<file path="config.mk">
export PLATFORM = sky130hd
export DESIGN_NAME = glb_core_store_dma
export DESIGN_NICKNAME = d
export VERILOG_FILES = /design/src/glb_pkg.sv /design/src/glb_core_store_dma.sv
export SDC_FILE = /design/constraint.sdc
export NUM_CORES = 1
export LEC_CHECK = 0
export BUFFER_PORTS_ARGS = -buffer_cell sky130_fd_sc_hd__buf_2
export CAP_MARGIN = 10
export CORE_MARGIN = 1.5
export CORE_UTILIZATION = 50
export CTS_BUF_LIST = sky130_fd_sc_hd__clkbuf_4
export DETAILED_ROUTE_END_ITERATION = 16
export PLACE_DENSITY = 0.87
export SLEW_MARGIN = 10
export SYNTH_ARGS = -nofsm -noshare
export SYNTH_HDL_FRONTEND = slang
export SYNTH_SLANG_ARGS = --single-unit
</file>
<file path="constraint.sdc">
create_clock -name clk -period 5.1 [get_ports clk]
set_clock_uncertainty 0.2 [all_clocks]
set_input_delay 1.02 -clock clk [delete_from_list [all_inputs] [get_ports clk]]
set_output_delay 1.02 -clock clk [all_outputs]
set_load 0.05 [all_outputs]
</file>
<file path="src/glb_pkg.sv">
// Widths, packet structs and register encodings shared by every block of the global buffer tile
package glb_pkg;

    // Word and address sizes
    localparam int DATA_WIDTH      = 16;
    localparam int BANK_ADDR_WIDTH = 8;
    // Default bank count, overridden from the tile top level
    localparam int BANKS_PER_TILE  = 2;
    // Upper address bits that pick the bank
    localparam int BANK_SEL_WIDTH  = (BANKS_PER_TILE > 1) ? $clog2(BANKS_PER_TILE) : 1;
    localparam int ADDR_WIDTH      = BANK_ADDR_WIDTH + BANK_SEL_WIDTH;

    // Write request
    typedef struct packed {
        logic                  wr_en;
        logic [ADDR_WIDTH-1:0] wr_addr;
        logic [DATA_WIDTH-1:0] wr_data;
    } wr_packet_t;

    // Read request
    typedef struct packed {
        logic                  rd_en;
        logic [ADDR_WIDTH-1:0] rd_addr;
    } rdrq_packet_t;

    // Read response, valid one cycle after the request
    typedef struct packed {
        logic                  rd_data_valid;
        logic [DATA_WIDTH-1:0] rd_data;
    } rdrs_packet_t;

    // Transfer description for either DMA
    typedef struct packed {
        logic [ADDR_WIDTH-1:0] start_addr;
        logic [ADDR_WIDTH-1:0] num_words;
    } dma_header_t;

    typedef enum logic {
        DMA_OFF = 1'b0,
        DMA_ON  = 1'b1
    } dma_mode_e;

    // Config register map, codes 6 and 7 unused
    typedef enum logic [2:0] {
        CFG_ST_START = 3'd0,
        CFG_ST_COUNT = 3'd1,
        CFG_ST_MODE  = 3'd2,
        CFG_LD_START = 3'd3,
        CFG_LD_COUNT = 3'd4,
        CFG_LD_MODE  = 3'd5
    } cfg_reg_e;

endpackage

</file>
<file path="src/glb_core_store_dma.sv">
// Store DMA: writes the word stream from the array into consecutive tile addresses
`timescale 1ns/1ps

module glb_core_store_dma (
    input  logic                            clk,
    input  logic                            rst,
    input  glb_pkg::dma_header_t            st_header,
    input  glb_pkg::dma_mode_e              st_mode,
    input  logic                            strm_start_pulse,
    input  logic [glb_pkg::DATA_WIDTH-1:0]  stream_data_f2g,
    input  logic                            stream_data_valid_f2g,
    output glb_pkg::wr_packet_t             wr_packet,
    output logic                            done_pulse
);
    import glb_pkg::*;

    typedef enum logic {
        IDLE,
        RUN
    } state_e;

    state_e                state;
    logic [ADDR_WIDTH-1:0] addr_cnt;
    logic [ADDR_WIDTH-1:0] words_left;

    always_ff @(posedge clk) begin
        if (rst) begin
            state      <= IDLE;
            done_pulse <= 1'b0;
        end else begin
            done_pulse <= 1'b0;
            case (state)
                IDLE: begin
                    // Busy DMA never gets here, so late start pulses are dropped
                    if (strm_start_pulse && st_mode == DMA_ON) begin
                        if (st_header.num_words == '0) begin
                            // Empty transfer finishes right away
                            done_pulse <= 1'b1;
                        end else begin
                            state <= RUN;
                        end
                    end
                end
                RUN: begin
                    // Pulse lands one cycle after the last write
                    if (stream_data_valid_f2g && words_left == ADDR_WIDTH'(1)) begin
                        state      <= IDLE;
                        done_pulse <= 1'b1;
                    end
                end
                default: state <= IDLE;
            endcase
        end
    end

    // Header sampled while idle, so config changes apply at the next start
    always_ff @(posedge clk) begin
        if (state == IDLE) begin
            addr_cnt   <= st_header.start_addr;
            words_left <= st_header.num_words;
        end else if (stream_data_valid_f2g) begin
            addr_cnt   <= addr_cnt + 1'b1;
            words_left <= words_left - 1'b1;
        end
    end

    // Write happens in the arrival cycle
    assign wr_packet.wr_en   = (state == RUN) && stream_data_valid_f2g;
    assign wr_packet.wr_addr = addr_cnt;
    assign wr_packet.wr_data = stream_data_f2g;

endmodule

</file>
# [After elaboration in Yosys (flattened, before gate mapping)]
# Cells that the tools add are included.
[op_classes] n_addsub=2 eq_ne=2 mux=12 bitwise_logic=1 reduce_logical=4
[ops] op="$mux 9" n=4
[ops] op="$add 9x1->9 const B" n=1
[ops] op="$eq 9x1->1 const B" n=1
[ops] op="$logic_not 9->1" n=1
[ops] op="$sub 9x1->9 const B" n=1
[ops] op="$mux 1" n=6
[ops] op="$pmux 1 s2" n=2
[ops] op="$logic_and 1x1->1" n=3
[ops] op="$ne 2x2->1 const B" n=1
[ops] op="$not 1->1" n=1
[word_totals] out_inout_bits=27 regBits=20 input_bits=39

# [Longest topological paths before layout]
[depth] ltp_word=4 mapped_depth=5

# [Worst setup path before layout]
# No wires, ideal clock.
[synth_timing] path_type="in2out" from="input stream_data_valid_f2g" to="output wr_packet[25] (netlist bit)" path_slack_ps=2448 required_ps=3880 arrival_ps=1432 stages=1 path_cell_list="and2_1"
[synth_via] elab_chain_cells=1
[synth_rtl] item="start: declaration" line_no="glb_core_store_dma.sv:11" text="input logic stream_data_valid_f2g,"
[synth_rtl] item="$logic_and 1x1->1" line_no="glb_core_store_dma.sv:68" text="assign wr_packet.wr_en = (state == RUN) && stream_data_valid_f2g;"
[synth_rtl] item="end: declaration" line_no="glb_core_store_dma.sv:12" text="output glb_pkg::wr_packet_t wr_packet,"
# Every way passes these cells.

==> flow_summary.ini <==
[status]
status = complete, no violations

[cts]
worstSkewPairLatency_ps = 310
ctsRootBufferMaster = clkbuf_4
clockBufferDepth = 2
cts_max_level = 1
cts_tree = done
cts_buffers = 3
post_cts_resized = 0
post_cts_buffers = 0
postCtsHoldBufs = 0
clk_pin_slew_ps = 110
cts_sinks = 20

[logic_synthesis]
synth_xor_area_frac = 0.03465
syn_area_per_cell_um2 = 9.796
synth_warnings = 0
ys_seq_area_frac = 0.4594
ys_async_sr_fraction = 0
synthSimpleGateAreaFrac = 0.2040
synth_edf_count = 18
synth_cell_type_count = 31
syn_inst = 129
synth_area_um2 = 1264
syn-num-nets = 171
synthFlopType = edfxtp_1
synth_compound_area_frac = 0.1129
synthAdderAreaFrac = 0.02970
synth_top_family_by_area = simple AND/OR/NAND/NOR gates
ys_ff_latch = 20
muxShareOfSynthArea = 0.03366

[global_routing]
grt_max_degree = 38
grt_pass1_vias = 849
globalRouteOverflowTotal = 0
antenna_found_initial = 0
gr-usage-all-layers = 0.1924
grt_pass1_wl_um = 3870

[route]
wl_per_cell_um = 14.10
via_count = 1029
drt_first_pass_iters = 4
drtIter0Drc = 18
routed_wl_um = 2481
drc = 0
final_antenna_net_count = 0
via_per_inst = 5.847

[run]
cap_violations = 0

[final_layout]
synthToLayoutAreaGrowth_pct = 7.623
drive_gt1_frac = 0.2740
num_antenna_cells = 0
stdcell_area_um2 = 1360
nets = 189
fill_cells = 218

[die]
row_count = 18
initial_core_util = 0.5195
fp.dieH_um = 53.28
core_region_area_um2 = 2432
io_pins = 66
dieArea_um2 = 2838
die_x_um = 53.28

[sta]
finalCritPeriodShare = 0.5298
slew_violations = 0
worst_pin_slew_ps = 882.6
rsz0062_at_grt = no
relSlewSlack = 0.4116
layout_min_cycle_time_ps = 2702
max_freq_mhz = 370.1
setup-violations-final = 0
fin_setup_tns_ps = 0
hold_violations = 0

[worst_setup_path]
cp.arrival_ps = 1480
cp_max_fo = 3
start_kind = input pin
path_cells = buf_2 > and2_1 > buf_2
crit_required_ps = 3880
r2r_end = words_left[8]$_DFFE_PP_
end_kind = output port
reg2reg_slack_ps = 2990
cp_slowest_cell = buf_2
reg2regPathDepth = 5
path_common_cell = buf_2
reg2reg_from = words_left[0]$_DFFE_PP_
path_class = in -> out
slowest_delay_ps = 250

[placement]
dpl.hpwl_um = 1831
place.gp.congestion = 0.7916
io_buffers = 33
dpl_cell_area_um2 = 1334

[power]
power_switching_w = 0.0001469
power_frac_seq = 0.537
internal_power_w = 0.0002711
combPwrFrac = 0.272
p_per_area_nw_per_um2 = 307.3
power_frac_clock = 0.191
total_leakage_power_nw = 0.5289
vdd_drop_max_mv = 0.1670
sw_frac_of_total = 0.3514

[worst_hold_path]
hp-class = reg -> reg
min_path_cells = 1
hold_start = addr_cnt[0]$_DFFE_PP_
holdPathEnd = addr_cnt[0]$_DFFE_PP_
-- registers in the layout (all words and copies together) (netlist names) --
register	flops
state	1
addr_cnt	9
words_left	9
done_pulse	1
-- worst max-delay path: cells and delay by family --
family | cells | cell delay (ps)
AND/OR/NAND/NOR | 1 | 110
buffers and inverters | 2 | 350
-- synthesized netlist by cell type (3+ instances only) --
| master | n | area share |
|---|---|---|
| a21oi_1 | 5 | 0.020 |
| a31oi_1 | 9 | 0.045 |
| buf_4 | 16 | 0.095 |
| clkbuf_1 | 4 | 0.012 |
| edfxtp_1 | 18 | 0.43 |
| ha_1 | 3 | 0.030 |
| inv_1 | 5 | 0.015 |
| nand3_1 | 5 | 0.020 |
| nor2_1 | 15 | 0.045 |
| o21ai_0 | 8 | 0.032 |
| or3_1 | 9 | 0.045 |
| or4_1 | 3 | 0.018 |
| xnor2_1 | 3 | 0.021 |
-- through the flow --
stage / power, W / cells / util / setup slack (ps) / hold slack [ps]
2_1_floorplan: 0.0003414 / 129 / - / 2448 / 352.4
3_3_place_gp: 0.0003358 / 172 / 0.5484 / 2416 / 415.2
3_5_place_dp: 0.0003416 / 172 / 0.5484 / 2401 / 452.8
4_1_cts: 0.0004176 / 176 / 0.5592 / 2400 / 466.9
5_1_grt: 0.0004417 / 176 / 0.5592 / 2374 / 509.0
6_report: 0.0004180 / 176 / 0.5592 / 2398 / 470.4
-- worst max-delay path by stage --
stage                                startpoint       endpoint  slack [ps]
after floorplan           stream_data_valid_f2g  wr_packet[25]        2450
after global placement    stream_data_valid_f2g  wr_packet[25]        2420
after detailed placement  stream_data_valid_f2g  wr_packet[25]        2400
after CTS                 stream_data_valid_f2g  wr_packet[25]        2400
after global routing      stream_data_valid_f2g  wr_packet[25]        2370
final                     stream_data_valid_f2g  wr_packet[25]        2400
-- power groups by stage --
stage / clock network (W) / logic, W / registers, W
floorplan: 0 / 0.0000845 / 0.000257
global placement: 0 / 0.000110 / 0.000226
detailed placement: 0 / 0.000113 / 0.000229
CTS: 0.0000792 / 0.000114 / 0.000224
global route: 0.0000877 / 0.000125 / 0.000229
finish: 0.0000798 / 0.000113 / 0.000225
-- kinds of logic after synthesis --
group	count (synthesis)
AND/OR/NAND/NOR	46
adder cells (fa/ha/maj)	3
flip-flops	20
AO/OA/AOI/OAI	25
multiplexers	4
buffers and inverters	26
XOR/XNOR	5
-- metal layers --
layer	global-route usage	wire, um
met5	0	0
met4	0.1282	67
met3	0.03672	151
met2	0.3025	1238
met1	0.2366	1023
-- area by class of cell --
type                            count  area (um^2)  area share
Sequential cell                    20        580.6      0.4269
Multi-Input combinational cell     83        524.3      0.3855
Timing Repair Buffer               34        172.7      0.1270
Tap cell                           30        37.54     0.02760
Clock buffer                        3        22.52     0.01656
Inverter                            5        18.77     0.01380
Clock inverter                      1        3.754    0.002760
-- cell usage in the layout, fill, tap and decap left out --
cell / synthesis / routed
mux2_2: 2 / 2
nand4_1: 1 / 1
dfxtp_1: 2 / 2
o21ai_1: 1 / 1
xor2_1: 2 / 2
edfxtp_1: 18 / 18
clkbuf_4: 0 / 3
or4_1: 3 / 3
nand2_1: 2 / 2
nor3b_1: 1 / 1
or4bb_1: 2 / 2
buf_4: 16 / 1
and2_1: 1 / 1
xnor2_1: 3 / 3
clkinv_1: 0 / 1
nand3_1: 5 / 5
nor3_1: 2 / 2
inv_1: 5 / 5
ha_1: 3 / 3
or3b_2: 1 / 1
nor4bb_1: 1 / 1
a21oi_1: 5 / 5
nand2b_1: 2 / 2
a31oi_1: 9 / 9
o21ai_0: 8 / 8
or3_1: 9 / 9
nor4_1: 1 / 1
buf_2: 1 / 33
o2bb2ai_1: 1 / 1
mux2i_1: 2 / 2
o31ai_1: 1 / 1
nor2_1: 15 / 15
Power figures use the tool's default switching activity.
