`config.mk`:
```
export PLATFORM = sky130hd
export DESIGN_NAME = glb_core_switch
export DESIGN_NICKNAME = d
export VERILOG_FILES = /design/src/glb_pkg.sv /design/src/glb_core_switch.sv
export SDC_FILE = /design/constraint.sdc
export NUM_CORES = 1
export LEC_CHECK = 0
export ABC_AREA = 1
export BUFFER_PORTS_ARGS = -buffer_cell sky130_fd_sc_hd__buf_2
export CAP_MARGIN = 20
export CORE_AREA = 4 4 82 84
export CTS_CLUSTER_DIAMETER = 40
export DETAILED_ROUTE_END_ITERATION = 6
export DIE_AREA = 0 0 86 88
export PLACE_DENSITY = 0.63
export RECOVER_POWER = 25
export SETUP_SLACK_MARGIN = 0.1
export SLEW_MARGIN = 10
export SYNTH_ARGS = -nofsm -noshare
export SYNTH_HDL_FRONTEND = slang
export SYNTH_SLANG_ARGS = --single-unit
export TNS_END_PERCENT = 10
```
`constraint.sdc`:
```
create_clock -name clk -period 1 [get_ports clk]
set_clock_uncertainty 0.1 [all_clocks]
set_input_delay 0.05 -clock clk [delete_from_list [all_inputs] [get_ports clk]]
set_output_delay 0.05 -clock clk [all_outputs]
set_load 0.05 [all_outputs]
```
`src/glb_pkg.sv`:
```
// Widths, packet structs and register encodings shared by every block of the global buffer tile
package glb_pkg;

    // Word and address sizes
    localparam int DATA_WIDTH      = 16;
    localparam int BANK_ADDR_WIDTH = 8;
    // Default bank count, overridden from the tile top level
    localparam int BANKS_PER_TILE  = 2;
    // Upper address bits that pick the bank
    localparam int BANK_SEL_WIDTH  = (BANKS_PER_TILE > 1) ? $clog2(BANKS_PER_TILE) : 1;
    localparam int ADDR_WIDTH      = BANK_ADDR_WIDTH + BANK_SEL_WIDTH;

    // Write request
    typedef struct packed {
        logic                  wr_en;
        logic [ADDR_WIDTH-1:0] wr_addr;
        logic [DATA_WIDTH-1:0] wr_data;
    } wr_packet_t;

    // Read request
    typedef struct packed {
        logic                  rd_en;
        logic [ADDR_WIDTH-1:0] rd_addr;
    } rdrq_packet_t;

    // Read response, valid one cycle after the request
    typedef struct packed {
        logic                  rd_data_valid;
        logic [DATA_WIDTH-1:0] rd_data;
    } rdrs_packet_t;

    // Transfer description for either DMA
    typedef struct packed {
        logic [ADDR_WIDTH-1:0] start_addr;
        logic [ADDR_WIDTH-1:0] num_words;
    } dma_header_t;

    typedef enum logic {
        DMA_OFF = 1'b0,
        DMA_ON  = 1'b1
    } dma_mode_e;

    // Config register map, codes 6 and 7 unused
    typedef enum logic [2:0] {
        CFG_ST_START = 3'd0,
        CFG_ST_COUNT = 3'd1,
        CFG_ST_MODE  = 3'd2,
        CFG_LD_START = 3'd3,
        CFG_LD_COUNT = 3'd4,
        CFG_LD_MODE  = 3'd5
    } cfg_reg_e;

endpackage

```
`src/glb_core_switch.sv`:
```
// Packet switch of the tile: picks a winner per path, steers it to one bank, routes responses back
`timescale 1ns/1ps

module glb_core_switch #(
    parameter int banks = glb_pkg::BANKS_PER_TILE
) (
    input  logic                  clk,
    input  logic                  rst,
    input  glb_pkg::wr_packet_t   wr_packet_pr2sw,
    input  glb_pkg::wr_packet_t   wr_packet_d2sw,
    input  glb_pkg::rdrq_packet_t rdrq_packet_pr2sw,
    input  glb_pkg::rdrq_packet_t rdrq_packet_d2sw,
    output glb_pkg::rdrs_packet_t rdrs_packet_sw2pr,
    output glb_pkg::rdrs_packet_t rdrs_packet_sw2d,
    output glb_pkg::wr_packet_t   wr_packet_sw2b [banks],
    output glb_pkg::rdrq_packet_t rdrq_packet_sw2b [banks],
    input  glb_pkg::rdrs_packet_t rdrs_packet_b2sw_arr [banks]
);
    import glb_pkg::*;

    wr_packet_t                wr_win;
    rdrq_packet_t              rd_win;
    logic [BANK_SEL_WIDTH-1:0] wr_bank;
    logic [BANK_SEL_WIDTH-1:0] rd_bank;

    // Remembers who asked and which bank answers next cycle
    logic                      rd_to_dma_q;
    logic                      rd_to_proc_q;
    logic [BANK_SEL_WIDTH-1:0] rd_bank_q;
    rdrs_packet_t              rdrs_sel;

    // DMA has priority, a colliding processor request is lost
    assign wr_win  = wr_packet_d2sw.wr_en ? wr_packet_d2sw : wr_packet_pr2sw;
    assign rd_win  = rdrq_packet_d2sw.rd_en ? rdrq_packet_d2sw : rdrq_packet_pr2sw;
    assign wr_bank = wr_win.wr_addr[ADDR_WIDTH-1:BANK_ADDR_WIDTH];
    assign rd_bank = rd_win.rd_addr[ADDR_WIDTH-1:BANK_ADDR_WIDTH];

    // Same packet to all banks, enable only at the selected one
    for (genvar i = 0; i < banks; i++) begin : g_bank_port
        assign wr_packet_sw2b[i].wr_en   = wr_win.wr_en && (wr_bank == BANK_SEL_WIDTH'(i));
        assign wr_packet_sw2b[i].wr_addr = ADDR_WIDTH'(wr_win.wr_addr[BANK_ADDR_WIDTH-1:0]);
        assign wr_packet_sw2b[i].wr_data = wr_win.wr_data;
        assign rdrq_packet_sw2b[i].rd_en   = rd_win.rd_en && (rd_bank == BANK_SEL_WIDTH'(i));
        assign rdrq_packet_sw2b[i].rd_addr = ADDR_WIDTH'(rd_win.rd_addr[BANK_ADDR_WIDTH-1:0]);
    end

    always_ff @(posedge clk) begin
        if (rst) begin
            rd_to_dma_q  <= 1'b0;
            rd_to_proc_q <= 1'b0;
        end else begin
            rd_to_dma_q  <= rdrq_packet_d2sw.rd_en;
            rd_to_proc_q <= rdrq_packet_pr2sw.rd_en && !rdrq_packet_d2sw.rd_en;
        end
    end

    always_ff @(posedge clk) begin
        rd_bank_q <= rd_bank;
    end

    // Response of the bank read last cycle
    assign rdrs_sel = rdrs_packet_b2sw_arr[rd_bank_q];

    // Exactly one requester sees the valid
    assign rdrs_packet_sw2d.rd_data_valid  = rd_to_dma_q && rdrs_sel.rd_data_valid;
    assign rdrs_packet_sw2d.rd_data        = rdrs_sel.rd_data;
    assign rdrs_packet_sw2pr.rd_data_valid = rd_to_proc_q && rdrs_sel.rd_data_valid;
    assign rdrs_packet_sw2pr.rd_data       = rdrs_sel.rd_data;

endmodule

```
# Word level (Yosys, flattened, before mapping)
# Cells that the tools add are included.
[word_totals]
elab_cells = 20
in_bits = 108
output_inout_bits = 106
regBits = 3
[classes]
muxes = 5
bitwise_logic = 3
magnitude_cmp = 1
reduce_logical = 8
[ops]
columns = ["op", "count"]
rows = [
  ["$mux 17", 3],
  ["$mux 26", 1],
  ["$mux 10", 1],
  ["$logic_and 1x1->1", 7],
  ["$ge 2x2->1 const B", 1],
  ["$not 1->1", 2],
  ["$not 1->2", 1],
  ["$logic_not 1->1", 1],
]

# Depth between registers and ports, before layout
# Gate-level depths: netlist of run 1.
[logic_depth]
word_depth = 5
depth_mapped = 6
depth_no_buf = 4

# Worst setup path before layout of run 1
# OpenSTA, ideal clock, no wires.
[synth_path]
kind = "reg-to-output"
startpoint = "reg rd_bank_q"
endpoint = "out rdrs_packet_sw2pr[15] (netlist bit)"
path_buffers = 3
stages_incl_launch_ff = 7
slack_ns = -0.430
required_time_ns = 0.850
arrival_time_ns = 1.280
path_cell_list = "dfxtp_1 > buf_6 > inv_6 > buf_6 > nand2_1 > nand2_1 > buf_4"
[synth_lines]
columns = ["item", "line_no", "text"]
rows = [
  ["start, declared", "glb_core_switch.sv:29", "logic [BANK_SEL_WIDTH-1:0] rd_bank_q;"],
  ["start signal, assigned", "glb_core_switch.sv:58", "rd_bank_q <= rd_bank;"],
  ["end, declared", "glb_core_switch.sv:13", "output glb_pkg::rdrs_packet_t rdrs_packet_sw2pr,"],
]

==> summary.md, run 1 <==
| Metric | Value |
|---|---|
| Buf+Inv Stages, Crit Path | `3` |
| F_max | `around 810 MHz` |
| Worst path max stage delay | `360 ps` |
| Global-route wire length before repair | `roughly 8300 um` |
| DPL Wire Length | `4373 um` |
| Overall Power | `3250 uW` |
| Layout cells sized above 1 | `69.01%` |
| Grt total ovfl | `0` |
| Final Hold Vio Count | `0` |
| Synthesized instance count | `255` |
| Total clock sinks | `3` |
| Dpl ws | `-222.6 ps` |
| Initial antenna violation count | `0` |
| Remaining antenna violation count | `0` |
| Num CTS Buffers | `3` |
| Violated checks | `negative setup slack` |
| Drt initial violations | `20` |
| Post-route DRC | `0` |
| # setup viols final | `34` |
| Wirelength per Cell | `11.96 um` |
| Vias in the first global route | `around 1900` |
| CP startpoint kind | `flop` |
| CTS tree | `built` |
| Crit-path max FO | `10` |
| Wirelength, routed | `between 5000 and 6000 um` |
| Post-CTS setup buffers | `0` |
| Switching Fraction | `59.53%` |
| DR vias/cell | `roughly 4.0` |
| DRT Pass-1 Iters | `4` |
| Post-synth cell types | `12` |
| Clock Path Buffers | `2` |
| Final setup margin | `-229.5 ps` |
| RSZ-0062 raised after global routing | `yes` |
| Clk pin slew, worst setup/hold paths | `approximately 30 ps` |
| Die Y | `88 um` |
| Final period utilization | `123.0%` |
| Worst Path Required | `850 ps` |
| CP endpoint kind | `output port` |
| Placer Congestion | `0.7511` |
| Combinational share of power | `roughly 85%` |
| Starting Density | `22.42%` |
| Core area | `0.005921 mm^2` |
| CP Cell Sequence | `inv_6 -> buf_12 -> nand2_2 -> nand2_4 -> buf_6` |
| Total internal power | `1315 uW` |
| Antenna cells | `0` |
| Crit-path slowest cell | `dfxtp_4` |
| Die Span X | `86 um` |
| Yosys reg bits | `3` |
| Final Slew Violations | `0` |
| Total Routing Usage GR | `a little over an eighth` |
| Cell Area, Placed | `0.002190 mm^2` |
| NumNets Final | `around 520` |
| Hold crit path type | `in2reg` |
| Seq/Total Area, Yosys | `under 10%` |
| PwrDens | `between 1000 and 1500 mW/mm^2` |
| Fin crit period | `1230 ps` |
| CP arrival | `1080 ps` |
| Root Buffer | `clkbuf_8` |
| I/O Pins | `214` |
| Largest net degree at the start of global routing | `27` |
| Mapped Area | `~0.0013 mm^2` |
| Synth Warn # | `0` |
| Status | `finished, violations left` |
| Seq pwr share | `4.2%` |
| Layout area overhead | `109.8%` |
| Switching pwr | `1935 uW` |
| Routed vias | `around 2000` |
| Peak VDD IR | `approximately 0.6 mV` |
| H-tree depth | `1` |
| Design area | `0.002785 mm^2` |
| IO buf count | `209` |
| Crit Path Category | `reg2out` |
| Setup TNS | `-7209 ps` |
| CP top delay family | `flip-flops` |
| Rows | `28` |
| Fill cells | `583` |
| Max cap viols | `0` |
| Synthesized area per cell | `5.206 um^2` |
| Pleak | `0.001681 uW` |
| Total die area | `0.007568 mm^2` |
| Clock network power share | `10.9%` |
-- sequential cells by signal (all words and copies together) (netlist names) --
| name | count |
|---|---|
| rd_bank_q | 1 |
| rd_to_dma_q | 1 |
| rd_to_proc_q | 1 |
-- power groups by stage --
| stage | combinational, uW | clock [uW] | sequential [uW] |
|---|---|---|---|
| 2_1_floorplan | 2060 | 0 | 131 |
| 3_3_place_gp | 2300 | 0 | 137 |
| 3_5_place_dp | 2310 | 0 | 138 |
| 4_1_cts | 2690 | 363 | 136 |
| 5_1_grt | 2890 | 387 | 137 |
| 6_report | 2760 | 353 | 136 |
-- synth_stat cells --
cell	instances	area, um^2
nand2_1	157	589.3
buf_4	62	465.5
nor2_1	10	37.54
inv_1	9	33.78
buf_6	5	56.30
dfxtp_1	3	60.06
nand2_2	3	18.77
clkbuf_8	2	27.53
buf_8	1	15.01
conb_1	1	3.750
inv_6	1	8.760
inv_8	1	11.26
-- timing repair --
action,4_1_cts,5_1_grt
gates resized for setup,155,45
hold buffers,2,0
endpoints found under the hold margin,2,0
pin swaps,3,1
setup endpoints to repair,95,99
-- stage by stage --
step | hold WS (ps) | utilization (%) | instances
4_1_cts | 70.78 | 45.63 | 488
6_report | 95.17 | 47.04 | 488
3_5_place_dp | 126.6 | 36.98 | 482
3_3_place_gp | 124.8 | 36.98 | 482
2_1_floorplan | 21.59 | - | 258
5_1_grt | 117.0 | 47.04 | 488
-- cell usage in the layout (no fill, tap or decap) --
cell	netlist	routed
dfxtp_1	3	2
inv_6	1	1
conb_1	1	4
buf_8	1	10
clkbuf_1	0	3
clkbuf_8	2	3
dfxtp_4	0	1
nor2_2	0	5
buf_2	0	104
buf_6	5	37
clkbuf_4	0	8
inv_4	0	1
nand2_2	3	40
nand2_1	157	106
nor2_1	10	3
buf_4	62	55
nor2_4	0	2
dlygate4sd3_1	0	2
inv_2	0	1
nand2_4	0	14
buf_12	0	3
inv_1	9	8
-- layout make-up --
class	count	area (um^2)	area share [%]
Inverter	11	48.80	1.752
Timing Repair Buffer	221	1648	59.16
Sequential cell	3	63.81	2.291
Tap cell	75	93.84	3.369
Multi-Input combinational cell	174	885.9	31.81
Clock buffer	4	45.04	1.617
-- final timing paths --
path,start,endpoint,slack (ps),cells after the start
worst min-delay path,rdrq_packet_pr2sw[8],rd_bank_q,100,4
worst max-delay path,rd_bank_q,rdrs_packet_sw2pr[5],-230,5
-- logic make-up (layout without fill, tap and decap cells) --
group | after synthesis | in the layout | share of synthesized area [%]
flip-flops | 3 | 3 | 4.524
other | 1 | 4 | 0.2825
AND/OR/NAND/NOR | 170 | 170 | 48.63
buffers and inverters | 81 | 236 | 46.56
-- worst min-delay path: stages --
cell,delay (ps)
buf_2,90
nand2_1,50
nand2_1,90
buf_4,110
-- per-layer routing --
| layer | part of all wire, % | wire, um | GRT usage [%] |
|---|---|---|---|
| met2 | 58 | 3401 | 27.89 |
| met4 | 1.4 | 82 | 4.173 |
| met1 | 30 | 1765 | 12.78 |
| met5 | 0 | 0 | 0 |
| met3 | 10 | 589 | 2.540 |
(Power assumes the default switching activity.)
==> run 2, diff against run 1 <==
==> constraint.sdc (replaced) <==
create_clock -name clk -period 1 [get_ports clk]
set_clock_uncertainty 0.1 [all_clocks]
set_input_delay 0.1 -clock clk [delete_from_list [all_inputs] [get_ports clk]]
set_output_delay 0.1 -clock clk [all_outputs]
set_load 0.05 [all_outputs]
==> run 2 against run 1 <==
  * The run still ends with negative setup slack left
  * Count of clock-buffer cells in the layout is the same
  * Core utilization rose by 12 points
  * Setup slack lost 140 ps
  * First-iteration DRC count grew 75%
  * Sequential share of layout area shrank 0.54 points
  * Via count rose by 6.2%
  * Critical path depth rose by 1
  * Global-route usage up 1.1 points
  * Non-clock buffer count rose by 2
  * Hold slack got worse by 76 ps
  * Sequential power is 3% lower
  * Total power up 17%
  * Critical endpoint is now rdrs_packet_sw2d[1]
  * Largest cell class unchanged
  * Highest routed layer unchanged
==> summary.md, run 2 (same netlist as run 1, synthesis figures left out) <==
| Metric | Value |
|---|---|
| Layout cells sized above 1 | `76.14% (+7.1 points)` |
| Hold crit path type | `in2reg` |
| RSZ-0062 raised after global routing | `yes` |
| Crit Path Category | `reg2out` |
| Worst path max stage delay | `330 ps (-30 ps)` |
| Status | `finished, violations left` |
| DR vias/cell | `4.231 (+5.8%)` |
| Most frequent cells in the layout | `104 x buf_2, 80 x buf_8, 76 x nand2_1` |
| Placed cell count | `483 (+0.21%)` |
| Rows | `28 (unchanged)` |
| Largest net degree at the start of global routing | `27 (unchanged)` |
| Remaining antenna violation count | `0 (unchanged)` |
| Overall Power | `3792 uW (+17%)` |
| Violated checks | `negative setup slack` |
| Final setup margin | `-372.3 ps (-142.8 ps)` |
| IO buf count | `209 (unchanged)` |
| Post-route DRC | `0 (unchanged)` |
| Final Slew Violations | `0 (unchanged)` |
| Total die area | `0.007568 mm^2 (unchanged)` |
| Antenna cells | `0 (unchanged)` |
| Max cap viols | `0 (unchanged)` |
| Initial antenna violation count | `0 (unchanged)` |
| CP arrival | `1170 ps (+90 ps)` |
| Final Hold Vio Count | `0 (unchanged)` |
| Die Span X | `86 um (unchanged)` |
| Vias in the first global route | `2107 (+12%)` |
| # setup viols final | `37 (+8.8%)` |
| Crit-path slowest cell | `dfxtp_2` |
| NumNets Final | `524 (+0.38%)` |
| Wirelength, routed | `6991 um (+20%)` |
| Peak VDD IR | `0.6947 mV (+14%)` |
| Fin crit period | `1372 ps (+142.8 ps)` |
| Core area | `0.005921 mm^2 (unchanged)` |
| Placer Congestion | `0.7165 (-4.6%)` |
| Wirelength per Cell | `14.27 um (+19%)` |
| CTS tree | `built` |
| Root Buffer | `clkbuf_8` |
| Worst Path Required | `800 ps (-50 ps)` |
| Setup TNS | `-12300 ps (-5094 ps)` |
| Drt initial violations | `35 (+75%)` |
| DPL Wire Length | `4562 um (+4.3%)` |
| Total Routing Usage GR | `14.46% (+1.1 points)` |
| CP startpoint kind | `flop` |
| CP Cell Sequence | `buf_12 -> clkinv_8 -> buf_12 -> nand2_4 -> nand2_4 -> buf_8` |
| PwrDens | `1080 mW/mm^2 (-7.4%)` |
| H-tree depth | `1 (unchanged)` |
| CP endpoint kind | `output port` |
| Clock Path Buffers | `2 (unchanged)` |
| Crit-path max FO | `7 (-3)` |
| Die Y | `88 um (unchanged)` |
| I/O Pins | `214 (unchanged)` |
| Dpl ws | `-233.4 ps (-10.86 ps)` |
| Num CTS Buffers | `3 (unchanged)` |
| Grt total ovfl | `0 (unchanged)` |
| Final period utilization | `137.2% (+14 points)` |
| Most common cell after layout, fill and taps aside | `buf_2` |
| Global-route wire length before repair | `8983 um (+7.9%)` |
| F_max | `728.7 MHz (-10%)` |
| Total clock sinks | `3 (unchanged)` |
| Routed vias | `2073 (+6.2%)` |
| DRT Pass-1 Iters | `4 (unchanged)` |
| Pleak | `0.001971 uW (+17%)` |
| Largest regs | `rd_bank_q x1, rd_to_dma_q x1, rd_to_proc_q x1` |
| Layout area overhead | `164.4%` |
| Clk pin slew, worst setup/hold paths | `30 ps (about the same)` |
| Non-Filler Instances | `490 (+0.41%)` |
| Starting Density | `22.42% (unchanged)` |
==> run 2: what timing repair did <==
| action | 4_1_cts | 5_1_grt |
|---|---|---|
| resized for setup | 220 | 155 |
| buffers inserted | 1 | 0 |
| gates cloned | 1 | 0 |
| setup endpoints to repair | 102 | 100 |
| hold endpoints to repair | 2 | 0 |
| hold buffers | 1 | 0 |
| pin swaps | 6 | 36 |
==> run 2: stage by stage <==
step	instance area (um^2)	hold WS, ps	utilization [%]
finish	3510	19.31	59.28
global route	3510	21.67	59.28
CTS	2972	18.60	50.19
global placement	2210	174.8	37.32
detailed placement	2210	177.5	37.32
floorplan	1569	71.59	-
==> run 2: layer usage <==
| metal | wire (um) | share of wire [%] | track usage (%) |
|---|---|---|---|
| met3 | 629 | 9.0 | 2.822 |
| met2 | 4226 | 60 | 31.32 |
| met1 | 1953 | 28 | 12.73 |
| met5 | 0 | 0 | 0 |
| met4 | 181 | 2.6 | 5.324 |
==> run 2: worst max-delay path, delay by kind of cell, from the launching register on <==
family	cells	cell delay, ps
buf+inv	4	490
flops	1	330
simple gates	2	130
==> run 2: worst paths after layout <==
| check | end | slack, ps | start | cells past startpoint |
|---|---|---|---|---|
| min | rd_to_proc_q | 20 | rdrq_packet_pr2sw[9] | 3 |
| max | rdrs_packet_sw2d[1] | -370 | rd_bank_q | 6 |
==> run 2: layout make-up <==
type	count	area, um^2
Tap cell	75	93.84
Timing Repair Buffer	223	2152
Inverter	11	58.81
Multi-Input combinational cell	174	1099
Fill cell	483	2411
Sequential cell	3	61.31
Clock buffer	4	45.04
==> run 2: report_power, final <==
group / switching (uW) / total [uW] / internal, uW / leakage, uW
logic: 2040 / 3310 / 1270 / 0.00192
clock network: 79.1 / 351 / 272 / 0.0000228
registers: 3.44 / 132 / 128 / 0.0000251
total: 2120 / 3790 / 1670 / 0.00197
