$ cat config.mk
export PLATFORM = sky130hd
export DESIGN_NAME = glb_core_cfg
export DESIGN_NICKNAME = d
export VERILOG_FILES = /design/src/glb_pkg.sv /design/src/glb_core_cfg.sv
export SDC_FILE = /design/constraint.sdc
export NUM_CORES = 1
export LEC_CHECK = 0
export BUFFER_PORTS_ARGS = -buffer_cell sky130_fd_sc_hd__buf_2
export CAP_MARGIN = 20
export CORE_ASPECT_RATIO = 0.7
export CORE_MARGIN = 2
export CORE_UTILIZATION = 45
export DETAILED_ROUTE_END_ITERATION = 8
export MAX_ROUTING_LAYER = met4
export PLACE_DENSITY = 0.74
export SLEW_MARGIN = 0
export SYNTH_ARGS = -nofsm -noshare
export SYNTH_HDL_FRONTEND = slang
export SYNTH_SLANG_ARGS = --single-unit
$ cat constraint.sdc
create_clock -name clk -period 1.48 [get_ports clk]
set_clock_uncertainty 0.15 [all_clocks]
set_input_delay 0.222 -clock clk [delete_from_list [all_inputs] [get_ports clk]]
set_output_delay 0.222 -clock clk [all_outputs]
set_load 0.03 [all_outputs]
$ cat src/glb_pkg.sv
// Widths, packet structs and register encodings shared by every block of the global buffer tile
package glb_pkg;

    // Word and address sizes
    localparam int DATA_WIDTH      = 16;
    localparam int BANK_ADDR_WIDTH = 8;
    // Default bank count, overridden from the tile top level
    localparam int BANKS_PER_TILE  = 2;
    // Upper address bits that pick the bank
    localparam int BANK_SEL_WIDTH  = (BANKS_PER_TILE > 1) ? $clog2(BANKS_PER_TILE) : 1;
    localparam int ADDR_WIDTH      = BANK_ADDR_WIDTH + BANK_SEL_WIDTH;

    // Write request
    typedef struct packed {
        logic                  wr_en;
        logic [ADDR_WIDTH-1:0] wr_addr;
        logic [DATA_WIDTH-1:0] wr_data;
    } wr_packet_t;

    // Read request
    typedef struct packed {
        logic                  rd_en;
        logic [ADDR_WIDTH-1:0] rd_addr;
    } rdrq_packet_t;

    // Read response, valid one cycle after the request
    typedef struct packed {
        logic                  rd_data_valid;
        logic [DATA_WIDTH-1:0] rd_data;
    } rdrs_packet_t;

    // Transfer description for either DMA
    typedef struct packed {
        logic [ADDR_WIDTH-1:0] start_addr;
        logic [ADDR_WIDTH-1:0] num_words;
    } dma_header_t;

    typedef enum logic {
        DMA_OFF = 1'b0,
        DMA_ON  = 1'b1
    } dma_mode_e;

    // Config register map, codes 6 and 7 unused
    typedef enum logic [2:0] {
        CFG_ST_START = 3'd0,
        CFG_ST_COUNT = 3'd1,
        CFG_ST_MODE  = 3'd2,
        CFG_LD_START = 3'd3,
        CFG_LD_COUNT = 3'd4,
        CFG_LD_MODE  = 3'd5
    } cfg_reg_e;

endpackage

$ cat src/glb_core_cfg.sv
// Configuration registers of the tile, written by address, feeding headers and modes to both DMAs
`timescale 1ns/1ps

module glb_core_cfg (
    input  logic                            clk,
    input  logic                            rst,
    input  logic                            cfg_wr_en,
    input  glb_pkg::cfg_reg_e               cfg_addr,
    input  logic [glb_pkg::DATA_WIDTH-1:0]  cfg_wr_data,
    output glb_pkg::dma_header_t            st_header,
    output glb_pkg::dma_mode_e              st_mode,
    output glb_pkg::dma_header_t            ld_header,
    output glb_pkg::dma_mode_e              ld_mode
);
    import glb_pkg::*;

    // Header fields take the low address bits of the write data
    logic [ADDR_WIDTH-1:0] wr_field;
    dma_mode_e             wr_mode;

    assign wr_field = cfg_wr_data[ADDR_WIDTH-1:0];
    // Mode is bit 0
    assign wr_mode  = dma_mode_e'(cfg_wr_data[0]);

    always_ff @(posedge clk) begin
        if (rst) begin
            st_header <= '0;
            st_mode   <= DMA_OFF;
            ld_header <= '0;
            ld_mode   <= DMA_OFF;
        end else if (cfg_wr_en) begin
            case (cfg_addr)
                // Store side
                CFG_ST_START: st_header.start_addr <= wr_field;
                CFG_ST_COUNT: st_header.num_words  <= wr_field;
                CFG_ST_MODE:  st_mode              <= wr_mode;
                // Load side
                CFG_LD_START: ld_header.start_addr <= wr_field;
                CFG_LD_COUNT: ld_header.num_words  <= wr_field;
                CFG_LD_MODE:  ld_mode              <= wr_mode;
                // Unmapped codes leave every register alone
                default: begin
                end
            endcase
        end
    end

endmodule

# --- Word level (Yosys, flattened, before mapping) ---
# Index checks and enable logic that the tools add are counted.
word_totals:
  in_bits: 22
  regBits: 38
  output_inout_bits: 38
classes:
  n_reduce_logical: 7
  eq_ne: 5
op_table:
  columns: ["cell", "count"]
  rows:
  - ["2-bit AND reduction", 6]
  - ["3-bit by 2-bit equality test with 1-bit output (second input constant)", 2]
  - ["3-bit equality test (second input constant)", 2]
  - ["3-bit by 1-bit equality test with 1-bit output (second input constant)", 1]
  - ["3-bit zero test", 1]

# --- Longest topological paths before layout ---
# Gate-level depths: netlist (run 1).
depth:
  ltp_word: 2
  depth_mapped: 4

# --- Worst setup path before layout (run 1) ---
# Ideal clock, no wire load.
synth_path:
  kind: "input to register"
  startpoint: "in cfg_addr[1]"
  endpoint: "reg st_header[9] (netlist bit)"
  setup_time_ns: 0.124
  t_arrival_ns: 1.025
  stages: 3
  setup_slack_ns: 0.181
  path_cell_list: "or4b_1 > buf_4 > mux2i_1"
synth_between:
  elab_chain_len: 2
synth_lines:
  columns: ["element", "line_no", "source"]
  rows:
  - ["start, declared", "glb_core_cfg.sv:8", "input glb_pkg::cfg_reg_e cfg_addr,"]
  - ["3-bit zero test", "glb_core_cfg.sv:32", "case (cfg_addr)"]
  - ["2-bit AND reduction (no source line)", null, null]
  - ["end, declared", "glb_core_cfg.sv:10", "output glb_pkg::dma_header_t st_header,"]
# Every way passes these cells.
# A chain may end at the register's enable or synchronous reset.

# --- Worst setup path after layout (run 1) ---
layout_path:
  startpoint: "reg ld_header[15] (netlist bit)"
  endpoint: "out ld_header[15] (netlist bit)"
layout_lines:
  columns: ["element", "line_no", "source"]
  rows:
  - ["start, declared", "glb_core_cfg.sv:12", "output glb_pkg::dma_header_t ld_header,"]
# No word-level cell between the ends.

==> results by group, run 1 <==
CTS
  – CTS tree: built
  – Clock sinks: 38
  – Worst-skew pair later-pin latency: ~290 ps
  – CTS HTree Levels: 2
  – CTS Buf Count: 5
  – Setup Fix Bufs, Post-CTS: 0
  – Maximum clock insertion buffer count: 2
  – Clk slew on worst S/H paths: 80 ps
  – Post-CTS Resized: 0
  – Cts hold-fix bufs: 0
  – Root Buffer: clkbuf_8

Timing
  – Final setup margin: 271 ps
  – Worst Hold Margin: 146 ps
  – Relative slew slack: 78.1%
  – Fmax: 827 MHz
  – TNS Setup: 0 ps
  – Slew @ Worst Pin: 324 ps
  – Finish-stage setup viols: 0
  – Fin crit share: 81.7%
  – RSZ-0062 raised after global routing: no
  – Slew Viols, Final: 0
  – Fin. Hold Viols: 0
  – Fin crit period: between 1000 and 1500 ps

Setup path
  – CP max-delay cell: dfxtp_1
  – Worst flop-to-flop path endpoint: ld_header[2]
  – FF-to-FF path depth: 2
  – CP top delay family: flip-flops
  – CP cell instances: buf_2
  – Reg2Reg Setup Slack: 740 ps
  – Worst r2r src: ld_header[2]
  – Crit-path max FO: 2
  – Setup crit end kind: output pin
  – Crit-path max cell delay: 350 ps
  – Critical Path Source Type: flip-flop
  – Worst path bufs/invs: 1
  – Worst EP arrival: ~840 ps
  – Worst setup path class: flip-flop to output pin
  – CP required: roughly 1100 ps

Place
  – Place WS: 34.1 ps
  – GPL Wtd Cong: 0.782
  – DPL Wire Length: 2460 um
  – Port Buffers: 52
  – Placed instance count: roughly 240

Global route
  – Largest net degree at the start of global routing: 18
  – Tot GR Track Use: approximately a fifth
  – First-pass GRT wire length: between 5000 and 6000 um
  – Vias in the first global route: approximately 1,200
  – Initial antenna violation count: 0
  – GR Overflow Total: 0

Final layout
  – Fraction of layout cells with a size suffix above 1: 36.1%
  – Commonest non-fill, non-tap cells in the layout: 52 x buf_2, 47 x nand2b_1, 38 x mux2i_1, 38 x dfxtp_1, 13 x buf_4
  – Layout area overhead: 31.4%
  – Non-filler cells, final: 252
  – Layout fillers: 288
  – Most common cell after layout, fill and taps aside: buf_2
  – Diode count: 0
  – Nets: approximately 230
  – Multi-input gate area: around 750 um^2
  – FF/Latch Area: 761 um^2

Routing
  – DR vias: 1,195
  – Residual DRC count: 0
  – Routed len/inst: 13.2 um
  – DR vias/cell: 4.74
  – DRT Pass-1 Iters: 4
  – Routed WL: 3340 um
  – DRT iter0 DRCs: 21
  – DRT antenna net count: 0

Yosys
  – Avg Synthesized Cell Area: 11.0 um^2
  – Mapped Cells: 141
  – Mapped cell area: 1560 um^2
  – Yosys warnings: 0
  – Register area share after synthesis: approximately half
  – Netlist cell types: 11
  – Flops & latches, synth: 38
  – Syn nets: about 160

Run status
  – Outcome: finished, final reports clean

Flow run
  – Total of max-cap violations: 0

Die
  – # IOs: 60
  – Core area: around 3200 um^2
  – Die height: approximately 53 um
  – Die area: 3960 um^2
  – Initial Util: 48.2%
  – Rows: 17
  – Die Width: 74.3 um

Hold path
  – Min-Delay Path Class: input pin to flip-flop
  – Min-delay src: cfg_wr_data[4]
  – Worst Hold End: ld_header[13]
  – Worst hold stages: 3

Power and ir drop
  – Maximum resistive drop on vdd: 0.519 mV
  – Static leakage: 1.08 nW
  – Tot Pwr: ~2.0 mW
  – Pwr/cell area: 983 nW/um^2
## through the flow
step	instance area [um^2]	utilization [%]
2_1_floorplan	1560	-
3_3_place_gp	1950	60.4
3_5_place_dp	1950	60.4
4_1_cts	2050	63.3
5_1_grt	2050	63.3
6_report	2050	63.3
## worst max-delay path by stage
stage	start	endpoint	slack, ps	depth (start not counted)
floorplan	cfg_addr[1]	st_header[9]	180	3
global placement	cfg_addr[1]	st_header[13]	50	4
detailed placement	cfg_addr[1]	st_header[15]	30	4
CTS	st_header[15]	st_header[15]	250	1
global route	st_header[15]	st_header[15]	230	1
finish	ld_header[15]	ld_header[15]	270	1
## Yosys cell counts
cell        n  area share, %
or4b_1      1           0.64
buf_4       1           0.48
buf_2       1           0.32
nor4bb_1    2            1.3
mux2i_1    38             24
dfxtp_1    38             49
nand2b_1   47             19
nand4b_1    2            1.1
nand4bb_1   2            1.4
and4b_1     1           0.64
clkbuf_1    8            1.9
## final cells by class
type	instances	share of cell area, %
Sequential cell	38	37.2
Multi-Input combinational cell	93	36.9
Timing Repair Buffer	66	18.5
Clock buffer	6	4.03
Tap cell	47	2.87
Clock inverter	2	0.611
## layer usage
metal | global-route usage [%] | up-vias | part of all wire, %
li1 | - | 595 | -
met1 | 22.5 | 565 | 47
met2 | 32.6 | 31 | 46
met3 | 6.29 | 4 | 5.1
met4 | 8.04 | 0 | 1.3
met5 | - | - | 0
## logic make-up (layout without fill, tap and decap cells)
logic type    count (synthesis)  count (layout)  synth area share, %
flops                        38              38                 48.8
simple gates                 55              55                 24.0
mux                          38              38                 24.4
buf+inv                      10              74                 2.73
## flip-flops by register name (all words and copies together), names as in the netlist
| name | cells |
|---|---|
| ld_header | 18 |
| ld_mode | 1 |
| st_mode | 1 |
| st_header | 18 |
## power by group
| group | leakage (nW) | internal (mW) | switching, mW | total (mW) |
|---|---|---|---|---|
| combinational | 0.722 | 0.0978 | 0.123 | 0.221 |
| sequential | 0.308 | 1.04 | 0.0109 | 1.06 |
| clock | 0.0472 | 0.374 | 0.361 | 0.735 |
No activity file was read; power rests on OpenSTA's default activity.
==> run 2, diff against run 1 <==
- ABC_AREA: not set -> 1
- CORE_UTILIZATION: 45 -> 44
- PLACE_DENSITY: 0.74 -> 0.75
- clock period: 1.48 -> 1.05 ns (I/O delays scaled with it)
==> results by group, run 2 <==
CTS
  – Maximum clock insertion buffer count: 2
  – Root Buffer: clkbuf_8
  – Cts hold-fix bufs: 0
  – Clk slew on worst S/H paths: approximately 70 ps
  – CTS tree: built
  – CTS Buf Count: 5
  – Worst-skew pair later-pin latency: 280 ps
  – CTS HTree Levels: 2
  – Clock sinks: 38

Yosys
  – Flops & latches, synth: 38
  – Synth area leader: dfxtp_1
  – Mapped Cells: 229
  – Top cells by area, synth: dfxtp_1 46%, nor2_1 17%, nand3_1 11%, nand2_1 8.9%, nor2_4 3.4%
  – Top FF cell, synth: dfxtp_1
  – Avg Synthesized Cell Area: 7.20 um^2
  – Mapped cell area: roughly 1600 um^2
  – Syn nets: 251
  – Area fraction of the dominant cell type after synthesis: 46.1%
  – Ys async rst share: 0%
  – Most common cell in the netlist: nor2_1
  – EDFF count, synth: 0
  – Netlist cell types: 18
  – Register area share after synthesis: 46.1%
  – Yosys warnings: 0
  – Most frequent cells after synthesis: 74 x nor2_1, 39 x nand2_1, 38 x dfxtp_1

Global route
  – GR Overflow Total: 0
  – Vias in the first global route: between 1,500 and 2,000
  – Initial antenna violation count: 0
  – First-pass GRT wire length: around 6900 um
  – Largest net degree at the start of global routing: 39
  – Tot GR Track Use: a little over a fifth

Run status
  – Outcome: finished with violations
  – Failing checks: negative setup slack

Timing
  – Fin crit share: 102%
  – Fmax: ~930 MHz
  – Fin crit period: roughly 1100 ps
  – Relative slew slack: 77.6%
  – Final setup margin: -25.8 ps
  – TNS Setup: -202 ps
  – Fin. Hold Viols: 0
  – RSZ-0062 raised after global routing: yes
  – Slew Viols, Final: 0
  – Finish-stage setup viols: 35
  – Slew @ Worst Pin: around 340 ps

Routing
  – Residual DRC count: 0
  – Routed len/inst: 12.2 um
  – DRT antenna net count: 0
  – DRT iter0 DRCs: between 80 and 90
  – DR vias/cell: ~4.8
  – Routed WL: 4130 um
  – DRT Pass-1 Iters: 4
  – DR vias: roughly 1,600

Setup path
  – CP max-delay cell: dfxtp_2
  – CP cell instances: buf_6
  – Crit-path max FO: 2
  – Critical Path Source Type: flip-flop
  – CP top delay family: flip-flops
  – FF-to-FF path depth: 3
  – Worst path bufs/invs: 1
  – Worst setup path class: flip-flop to output pin
  – Setup crit end: ld_header[5]
  – Crit. Startpoint: ld_header[5]
  – Worst flop-to-flop path endpoint: ld_mode
  – Crit path depth: 1
  – Reg2Reg Setup Slack: ~180 ps
  – Setup crit end kind: output pin
  – Crit-path max cell delay: about 350 ps
  – Worst r2r src: ld_mode
  – Worst EP arrival: 770 ps
  – CP required: 740 ps

Final layout
  – Layout fillers: 330
  – Commonest non-fill, non-tap cells in the layout: 74 x nor2_1, 39 x nand2_1, 38 x dfxtp_2, 38 x buf_6, 37 x nand3_1
  – Nets: roughly 310
  – Most common cell after layout, fill and taps aside: nor2_1
  – Layout area overhead: 45.0%
  – Diode count: 0
  – Fraction of layout cells with a size suffix above 1: a little over two fifths
  – Largest registers: ld_header x18, st_header x18

Hold path
  – Min-Delay Path Class: input pin to flip-flop
  – Min-delay src: cfg_wr_data[8]

Place
  – GPL Wtd Cong: 0.779
  – Place WS: -140 ps
  – Port Buffers: 52
  – DPL Wire Length: 2720 um

Die
  – Die Width: a little under 80 um
  – Rows: 18
  – Core area: 3560 um^2
  – Die area: 4260 um^2
  – Initial Util: 46.3%
  – # IOs: 60
  – Die height: about 55 um

Power and ir drop
  – Pwr/cell area: 1290 nW/um^2
  – Static leakage: between 1 and 1.5 nW
  – Maximum resistive drop on vdd: 0.898 mV

Flow run
  – Total of max-cap violations: 0
-- run 2: changes by cell type in the layout (fill, tap and decap cells not counted), moves of 5 or more --
cell	before	now
nor2_1	0	74
nand3_1	0	37
inv_1	0	12
mux2i_1	38	0
nand2b_1	47	0
nor2_4	0	5
buf_2	52	14
dfxtp_1	38	0
dfxtp_2	0	38
buf_6	0	38
nand2_1	0	39
-- run 2: kinds of logic after synthesis --
| family | Yosys count | synth area share [%] |
|---|---|---|
| buffers and inverters | 26 | 8.27 |
| flip-flops | 38 | 46.1 |
| AND/OR/NAND/NOR | 163 | 44.8 |
| AO/OA/AOI/OAI | 2 | 0.834 |
-- run 2: timing repair --
| action | 4_1_cts | 5_1_grt |
|---|---|---|
| resized for setup | 114 | 0 |
| pin swaps | 0 | 0 |
| endpoints found under the setup margin | 38 | 38 |
| buffers inserted | 2 | 3 |
-- run 2: layer usage --
layer  wire, um  GRT usage [%]  vias up
li1           -              -      829
met1       1820           26.6      717
met2       1860           32.0       60
met3        378           5.88        9
met4         70           7.91        0
met5          0              -        -
-- run 2: worst min path at each step --
stage | end | slack, ps | cells past startpoint
finish | st_header[8] | 120 | 5
global route | ld_header[17] | 150 | 5
CTS | st_header[17] | 110 | 5
detailed placement | st_header[7] | 320 | 2
global placement | st_header[0] | 310 | 2
floorplan | st_header[4] | 220 | 4
-- run 2: metrics by stage --
step / utilization [%] / instances / hold WS (ps) / area (um^2) / power [mW]
floorplan: - / 229 / 225 / 1650 / 1.88
global placement: 55.8 / 328 / 307 / 1990 / 2.03
detailed placement: 55.8 / 328 / 316 / 1990 / 2.04
CTS: 66.6 / 336 / 107 / 2370 / 3.09
global route: 67.2 / 339 / 153 / 2390 / 3.21
finish: 67.2 / 339 / 122 / 2390 / 3.07
-- run 2: cell type report --
cell class	instances	area (um^2)	area share, %
flip-flops and latches	38	808	33.8
well taps	50	62.6	2.62
inverters	16	60.1	2.51
clock buffers	6	82.6	3.45
multi-input cells	165	752	31.4
repair buffers	64	626	26.2
-- run 2: power breakdown --
group	switching (mW)	internal [mW]
Combinational	0.335	0.224
Sequential	0.0346	1.50
Clock	0.473	0.506
Total	0.842	2.23
-- run 2: worst reg2reg max path: cells and delay by family, from the launching register on --
kind,cells,cell delay (ps)
and+or+nand+nor,1,50
DFF,1,330
buffers and inverters,1,130
AOI/OAI and AO/OA,1,110
==> run 3, diff against run 2 <==
- CTS_BUF_LIST: not set -> sky130_fd_sc_hd__clkbuf_16
==> results by group, run 3 (synthesis gave the netlist of run 2 again) <==
Setup path
  – CP required: 740 ps
  – CP top delay family: flip-flops
  – Setup crit end kind: output pin
  – Crit-path max FO: 2
  – Critical Path Source Type: flip-flop
  – Worst setup path class: flip-flop to output pin
  – Worst path bufs/invs: 1
  – CP max-delay cell: dfxtp_2
  – Crit-path max cell delay: 340 ps
  – Worst EP arrival: 750 ps
  – CP cell instances: buf_6

Die
  – # IOs: 60
  – Rows: 18
  – Die area: approximately 4300 um^2
  – Die Width: 77.2 um
  – Core area: 3560 um^2
  – Initial Util: 46.3%
  – Die height: 55.2 um

Routing
  – DR vias: 1,607
  – Residual DRC count: 0
  – DRT Pass-1 Iters: 4
  – Routed WL: 4160 um
  – DRT iter0 DRCs: 110
  – DR vias/cell: 4.75
  – DRT antenna net count: 0
  – Routed len/inst: 12.3 um

Power and ir drop
  – Net switching share of the total power: 25.9%
  – Static leakage: around 1.1 nW
  – Pwr/cell area: roughly 1400 nW/um^2
  – Maximum resistive drop on vdd: ~1 mV
  – Clk pwr share: between 30% and 40%
  – Sw Pwr: 0.896 mW
  – Power Internal: between 2 and 3 mW
  – Logic pwr share: roughly 16%
  – Reg power frac: 44.4%

Timing
  – Fmax: between 900 and 1000 MHz
  – Fin crit share: 101%
  – RSZ-0062 raised after global routing: yes
  – Slew Viols, Final: 0
  – Final setup margin: -11.0 ps
  – Fin. Hold Viols: 0
  – Relative slew slack: between 70% and 80%
  – Worst Hold Margin: 133 ps
  – Finish-stage setup viols: 4
  – Slew @ Worst Pin: 343 ps
  – Fin crit period: 1060 ps

CTS
  – Root Buffer: clkbuf_16
  – CTS HTree Levels: 2
  – Clock sinks: 38
  – Clk slew on worst S/H paths: 50 ps
  – CTS tree: built
  – Cts hold-fix bufs: 0
  – Worst-skew pair later-pin latency: 280 ps
  – Maximum clock insertion buffer count: 2
  – CTS Buf Count: 5

Global route
  – Tot GR Track Use: 21.0%
  – M2 GR Usage: 31.8%
  – First-pass GRT wire length: around 6900 um
  – GR Util met3: 5.88%
  – Initial antenna violation count: 0
  – GR Overflow Total: 0
  – Vias in the first global route: about 1,500
  – Largest net degree at the start of global routing: 39
  – Met1 GRT Util: 26.7%
  – GR peak layer: met2

Final layout
  – Commonest non-fill, non-tap cells in the layout: 74 x nor2_1, 39 x nand2_1, 38 x dfxtp_2, 38 x buf_6, 37 x nand3_1
  – Largest registers: ld_header x18, st_header x18
  – Layout area overhead: 47.3%
  – Nets: 311
  – Fraction of layout cells with a size suffix above 1: a little over two fifths
  – Diode count: 0
  – Non-filler cells, final: 338
  – Most common cell after layout, fill and taps aside: nor2_1
  – Layout fillers: 325

Run status
  – Outcome: finished with violations
  – Failing checks: negative setup slack

Flow run
  – Total of max-cap violations: 0

Hold path
  – Min-Delay Path Class: input pin to flip-flop

Place
  – Placed instance count: 328
  – DPL Wire Length: 2720 um
  – Port Buffers: 52
  – GPL Wtd Cong: 0.779
==> run 3: cell count changes in the layout (fill, tap and decap cells not counted) <==
cell	delta
clkbuf_8	-6
clkinv_1	+1
buf_4	-1
clkbuf_16	+5
==> run 3: repair_timing <==
action | CTS | global route
buffers inserted | 0 | 4
endpoints found under the setup margin | 38 | 35
gates resized for setup | 114 | 0
==> run 3: layout make-up <==
| type | count | area (um^2) | share of cell area [%] |
|---|---|---|---|
| clock buffers | 5 | 125 | 5.15 |
| clock inverters | 1 | 3.75 | 0.154 |
| inverters | 16 | 60.1 | 2.47 |
| multi-input cells | 165 | 752 | 30.9 |
| flip-flops and latches | 38 | 808 | 33.3 |
| well taps | 50 | 62.6 | 2.57 |
| repair buffers | 63 | 618 | 25.4 |
==> run 3: path summary, 6_finish.rpt <==
kind	startpoint	end	slack, ps	depth (start not counted)
setup reg to reg	ld_mode	ld_mode	180	3
hold / removal	cfg_wr_data[8]	st_header[8]	130	5
setup / recovery	ld_header[5]	ld_header[5]	-10	1
hold reg to reg	st_header[7]	st_header[7]	330	2
==> run 3: power groups by stage <==
| stage | sequential [mW] | clock (mW) | combinational, mW |
|---|---|---|---|
| 2_1_floorplan | 1.65 | 0 | 0.236 |
| 3_3_place_gp | 1.55 | 0 | 0.482 |
| 3_5_place_dp | 1.55 | 0 | 0.487 |
| 4_1_cts | 1.54 | 1.39 | 0.548 |
| 5_1_grt | 1.54 | 1.45 | 0.607 |
| 6_report | 1.54 | 1.37 | 0.557 |
==> run 3: metal layers <==
layer	vias up	wire [um]
li1	828	-
met1	710	1930
met2	57	1870
met3	12	259
met4	0	101
met5	-	0
==> run 3: stage by stage <==
step / instance area (um^2) / setup TNS, ps / util [%] / setup WS (ps) / power [mW]
after CTS: 2400 / -25.6 / 67.4 / -11.0 / 3.47
after global routing: 2430 / -398 / 68.3 / -33.5 / 3.60
after floorplan: 1650 / 0 / - / 117 / 1.88
final: 2430 / -31.7 / 68.3 / -11.0 / 3.47
after global placement: 1990 / -1880 / 55.8 / -113 / 2.03
after detailed placement: 1990 / -2260 / 55.8 / -140 / 2.04
